--- src/l2_cache_pkg.sv ---
package l2_cache_pkg;

    // line geometry
    localparam int line_bits   = 256;
    localparam int offset_bits = 5;

    // one full cache line, the unit of every transfer
    typedef logic [line_bits-1:0] line_t;

    // byte address on both ports
    typedef logic [31:0] addr_t;

    // controller states
    typedef enum logic [1:0] {
        idle,
        write_back,
        allocate,
        respond
    } cache_state_t;

endpackage

--- src/l2cache_control.sv ---
`timescale 1ns/1ps

module l2cache_control import l2_cache_pkg::*; (
    input  logic clk,
    input  logic rst_n,
    // requester
    input  logic mem_read,
    input  logic mem_write,
    output logic mem_resp,
    // memory
    input  logic pmem_resp,
    output logic pmem_read,
    output logic pmem_write,
    // datapath status
    input  logic hit,
    input  logic dirty,
    input  logic valid_lru_way,
    // datapath strobes
    output logic way_sel_method,
    output logic load_line_data,
    output logic load_valid,
    output logic load_dirty,
    output logic load_lru,
    output logic load_wdata_reg,
    output logic line_datain_sel,
    output logic valid_in,
    output logic dirty_in,
    output logic address_sel
);

    cache_state_t state;
    cache_state_t next_state;

    always_ff @(posedge clk) begin
        if (!rst_n) begin
            state <= idle;
        end else begin
            state <= next_state;
        end
    end

    always_comb begin
        next_state      = state;
        mem_resp        = 1'b0;
        pmem_read       = 1'b0;
        pmem_write      = 1'b0;
        way_sel_method  = 1'b0;
        load_line_data  = 1'b0;
        load_valid      = 1'b0;
        load_dirty      = 1'b0;
        load_lru        = 1'b0;
        load_wdata_reg  = 1'b0;
        line_datain_sel = 1'b0;
        valid_in        = 1'b0;
        dirty_in        = 1'b0;
        address_sel     = 1'b0;

        case (state)
            idle: begin
                if (mem_read || mem_write) begin
                    if (hit) begin
                        // served in this cycle
                        mem_resp = 1'b1;
                        load_lru = 1'b1;
                        if (mem_write) begin
                            load_line_data  = 1'b1;
                            line_datain_sel = 1'b1;
                            load_dirty      = 1'b1;
                            dirty_in        = 1'b1;
                        end
                    end else begin
                        way_sel_method = 1'b1;
                        if (valid_lru_way && dirty) begin
                            // grab the victim before pmem_write goes up
                            load_wdata_reg = 1'b1;
                            next_state     = write_back;
                        end else begin
                            next_state = allocate;
                        end
                    end
                end
            end

            write_back: begin
                way_sel_method = 1'b1;
                address_sel    = 1'b1;
                pmem_write     = 1'b1;
                if (pmem_resp) begin
                    next_state = allocate;
                end
            end

            allocate: begin
                way_sel_method = 1'b1;
                if (mem_write) begin
                    // the write covers the whole line so nothing is fetched
                    load_line_data  = 1'b1;
                    line_datain_sel = 1'b1;
                    load_valid      = 1'b1;
                    valid_in        = 1'b1;
                    load_dirty      = 1'b1;
                    dirty_in        = 1'b1;
                    load_lru        = 1'b1;
                    next_state      = respond;
                end else begin
                    pmem_read = 1'b1;
                    if (pmem_resp) begin
                        // fetched line lands clean
                        load_line_data = 1'b1;
                        load_valid     = 1'b1;
                        valid_in       = 1'b1;
                        load_dirty     = 1'b1;
                        load_lru       = 1'b1;
                        next_state     = respond;
                    end
                end
            end

            respond: begin
                // the request now hits and reads from the hit way
                mem_resp   = 1'b1;
                next_state = idle;
            end

            default: begin
                next_state = idle;
            end
        endcase
    end

endmodule

--- config.mk ---
export PLATFORM = sky130hd
export DESIGN_NAME = l2cache_control
export DESIGN_NICKNAME = d
export VERILOG_FILES = /design/src/l2_cache_pkg.sv /design/src/l2cache_control.sv
export SDC_FILE = /design/constraint.sdc
export NUM_CORES = 1
export LEC_CHECK = 0
export BUFFER_PORTS_ARGS = -buffer_cell sky130_fd_sc_hd__buf_2
export CORE_AREA = 2 2 39 41
export DETAILED_ROUTE_END_ITERATION = 12
export DIE_AREA = 0 0 41 43
export RECOVER_POWER = 25
export SYNTH_ARGS = -nofsm -noshare
export SYNTH_HDL_FRONTEND = slang
export SYNTH_SLANG_ARGS = --single-unit
--- constraint.sdc ---
create_clock -name clk -period 2.1 [get_ports clk]
set_clock_uncertainty 0.2 [all_clocks]
set_input_delay 0.42 -clock clk [delete_from_list [all_inputs] [get_ports clk]]
set_output_delay 0.42 -clock clk [all_outputs]
set_load 0.05 [all_outputs]
==> out/qor.yml <==
cpLargestDelayFamily: "compound AO/OA/AOI/OAI gates"
ant_nets: 0
layout-drive-gt1-share_pct: 50.8
hold_path_startpoint: "rst_n"
setup_viol: 0
status: "completed"
drcViolationCount: 0
cp-start-kind: "flop"
cts_max_level: 1
path_class: "flop to output port"
synthesis.instances: 43
use_met1_pct: 14.6
crit_arrival_ps: 1400
grt_usage_pct: 10.8
grt_pass1_wl_mm: 1.32
path_buf_inv: 2
syn_avg_cell_area_um2: 7.27
worstMarginPinSlew_ps: 433
seq_area_frac_synth_pct: 12.8
largest_reg_flops: 2
numPortBuffers: 20
cts_tree: "yes"
vias: 356
busiest_layer: "met2"
period_share_pct: 96.3
max_stage_delay_ps: 310
grt_overflow_total: 0
final_cell_mix: "clkbuf_4, buf_2, ha_1, nor2_1"
cpMaxStageDelayCell: "dfxtp_1"
setup.worst_path.end_class: "output port"
hold_viol: 0
netlist_area_um2: 313
holdBufCountCts: 0
route.detailed.wl_per_inst_um: 9.91
top_register: "state"
rows: 14
fmax_mhz: 495
final_common_cell: "clkbuf_4"
gr-usage-met3_pct: 4.71
crit_start: "state[0]"
hold_path.class: "input port to flop"
synth_nets: 57
io-pin-count: 21
cts_made_buffers: 3
reg2reg_from: "state[1]"
die-area_um2: 1760
crit_path_cell_trace: "inv_1, ha_1, o21ai_1, a21boi_4, clkbuf_4"
hold_ws_ps: 284
grt_pass1_vias: 318
slew_viol_final: 0
dp_hpwl_um: 679
coreArea_um2: 1380
rrSetupSlack_ps: 440
fin_crit_ps: 2020
gp_congestion: 0.777
yosysWarnings: 0
initial_core_util_pct: 22.6
grt_max_degree: 6
grt_use_met2_pct: 14.7
die_w_um: 41
drt-initial-drc-count: 2
cp_max_fo: 4
clk_latency_ps: 220
wl_um: 803
final_cells: 81
fillCellCount: 158
via_per_inst: 4.40
clock_path_buffers: 2
nets: 81
synth-seq-cells: 2
drt_first_pass_iters: 4
antenna_cells: 0
antenna_found_initial: 0
cts.sinks: 2
rsz0062_at_grt: "yes"
maxCapViolCount: 0
reg_top3: "state (2)"
ys_types: 16
worst_slew_margin_rel_pct: 70.8
die_y_um: 43
numPlacedInstances: 78
cts_root_buffer: "clkbuf_4"
area_growth_pct: 56.4
worst_ep_required_time_ps: 1480
clk_pin_slew_ps: 30
==> metal layers <==
metal	vias up	routed length, µm
met4	0	0
li1	188	-
met5	-	0
met3	0	89
met2	21	364
met1	147	349
==> worst paths after layout <==
kind / to / cells after the start
setup / recovery: dirty_in / 5
hold / removal: state[0] / 3
setup reg to reg: state[0] / 6
hold reg to reg: state[0] / 3
==> metrics by stage <==
step / utilization [%] / area [µm²] / setup slack [ps] / setup TNS [ps]
final: 35.4 / 489 / 78.2 / 0
after CTS: 33.8 / 468 / 38.8 / 0
after global routing: 35.4 / 489 / -48.3 / -269
after floorplan: - / 330 / -18.2 / -34.8
after global placement: 32.0 / 443 / 221 / 0
after detailed placement: 32.0 / 443 / 208 / 0
==> logic make-up (layout without fill, tap and decap cells) <==
kind of cell / Yosys count / after routing / share of synthesized area (%)
flops: 2 / 2 / 12.8
fa+ha+maj: 6 / 6 / 24.0
mux: 2 / 2 / 6.40
compound gates: 9 / 9 / 18.4
simple gates: 16 / 16 / 24.0
buf+inv: 8 / 30 / 14.4
==> Yosys cell counts <==
library cell,instances,share of area [%]
nand3_1,2,3.2
nor2_2,1,2.0
a21boi_0,1,2.4
inv_1,4,4.8
a21oi_1,1,1.6
o21ai_0,4,6.4
buf_4,4,9.6
nor2b_2,1,2.8
nand2_1,5,6.0
and4_1,1,2.8
mux2i_1,2,6.4
nor2_1,6,7.2
o21ai_2,2,5.6
o211ai_1,1,2.4
ha_1,6,24
dfxtp_1,2,13
==> worst min-delay path, stage by stage <==
cell	delay, ps
buf_2	120
nand2_1	50
mux2i_1	50
==> cell type report <==
type | instances | area (µm²) | area share, %
clock buffer | 3 | 22.5 | 4.60
inverter | 4 | 15.0 | 3.07
multi-input combinational | 33 | 244 | 49.9
sequential | 2 | 40.0 | 8.18
tap | 16 | 20.0 | 4.09
timing repair buffer | 23 | 148 | 30.2
==> repair_timing <==
item / CTS / global route
setup buffers: 0 / 0
pin swaps: 0 / 0
setup endpoints to repair: 3 / 9
gates resized for setup: 2 / 10
Power is not shown: default switching activity piles up to over one toggle a cycle in this logic, so the estimate is an artifact.
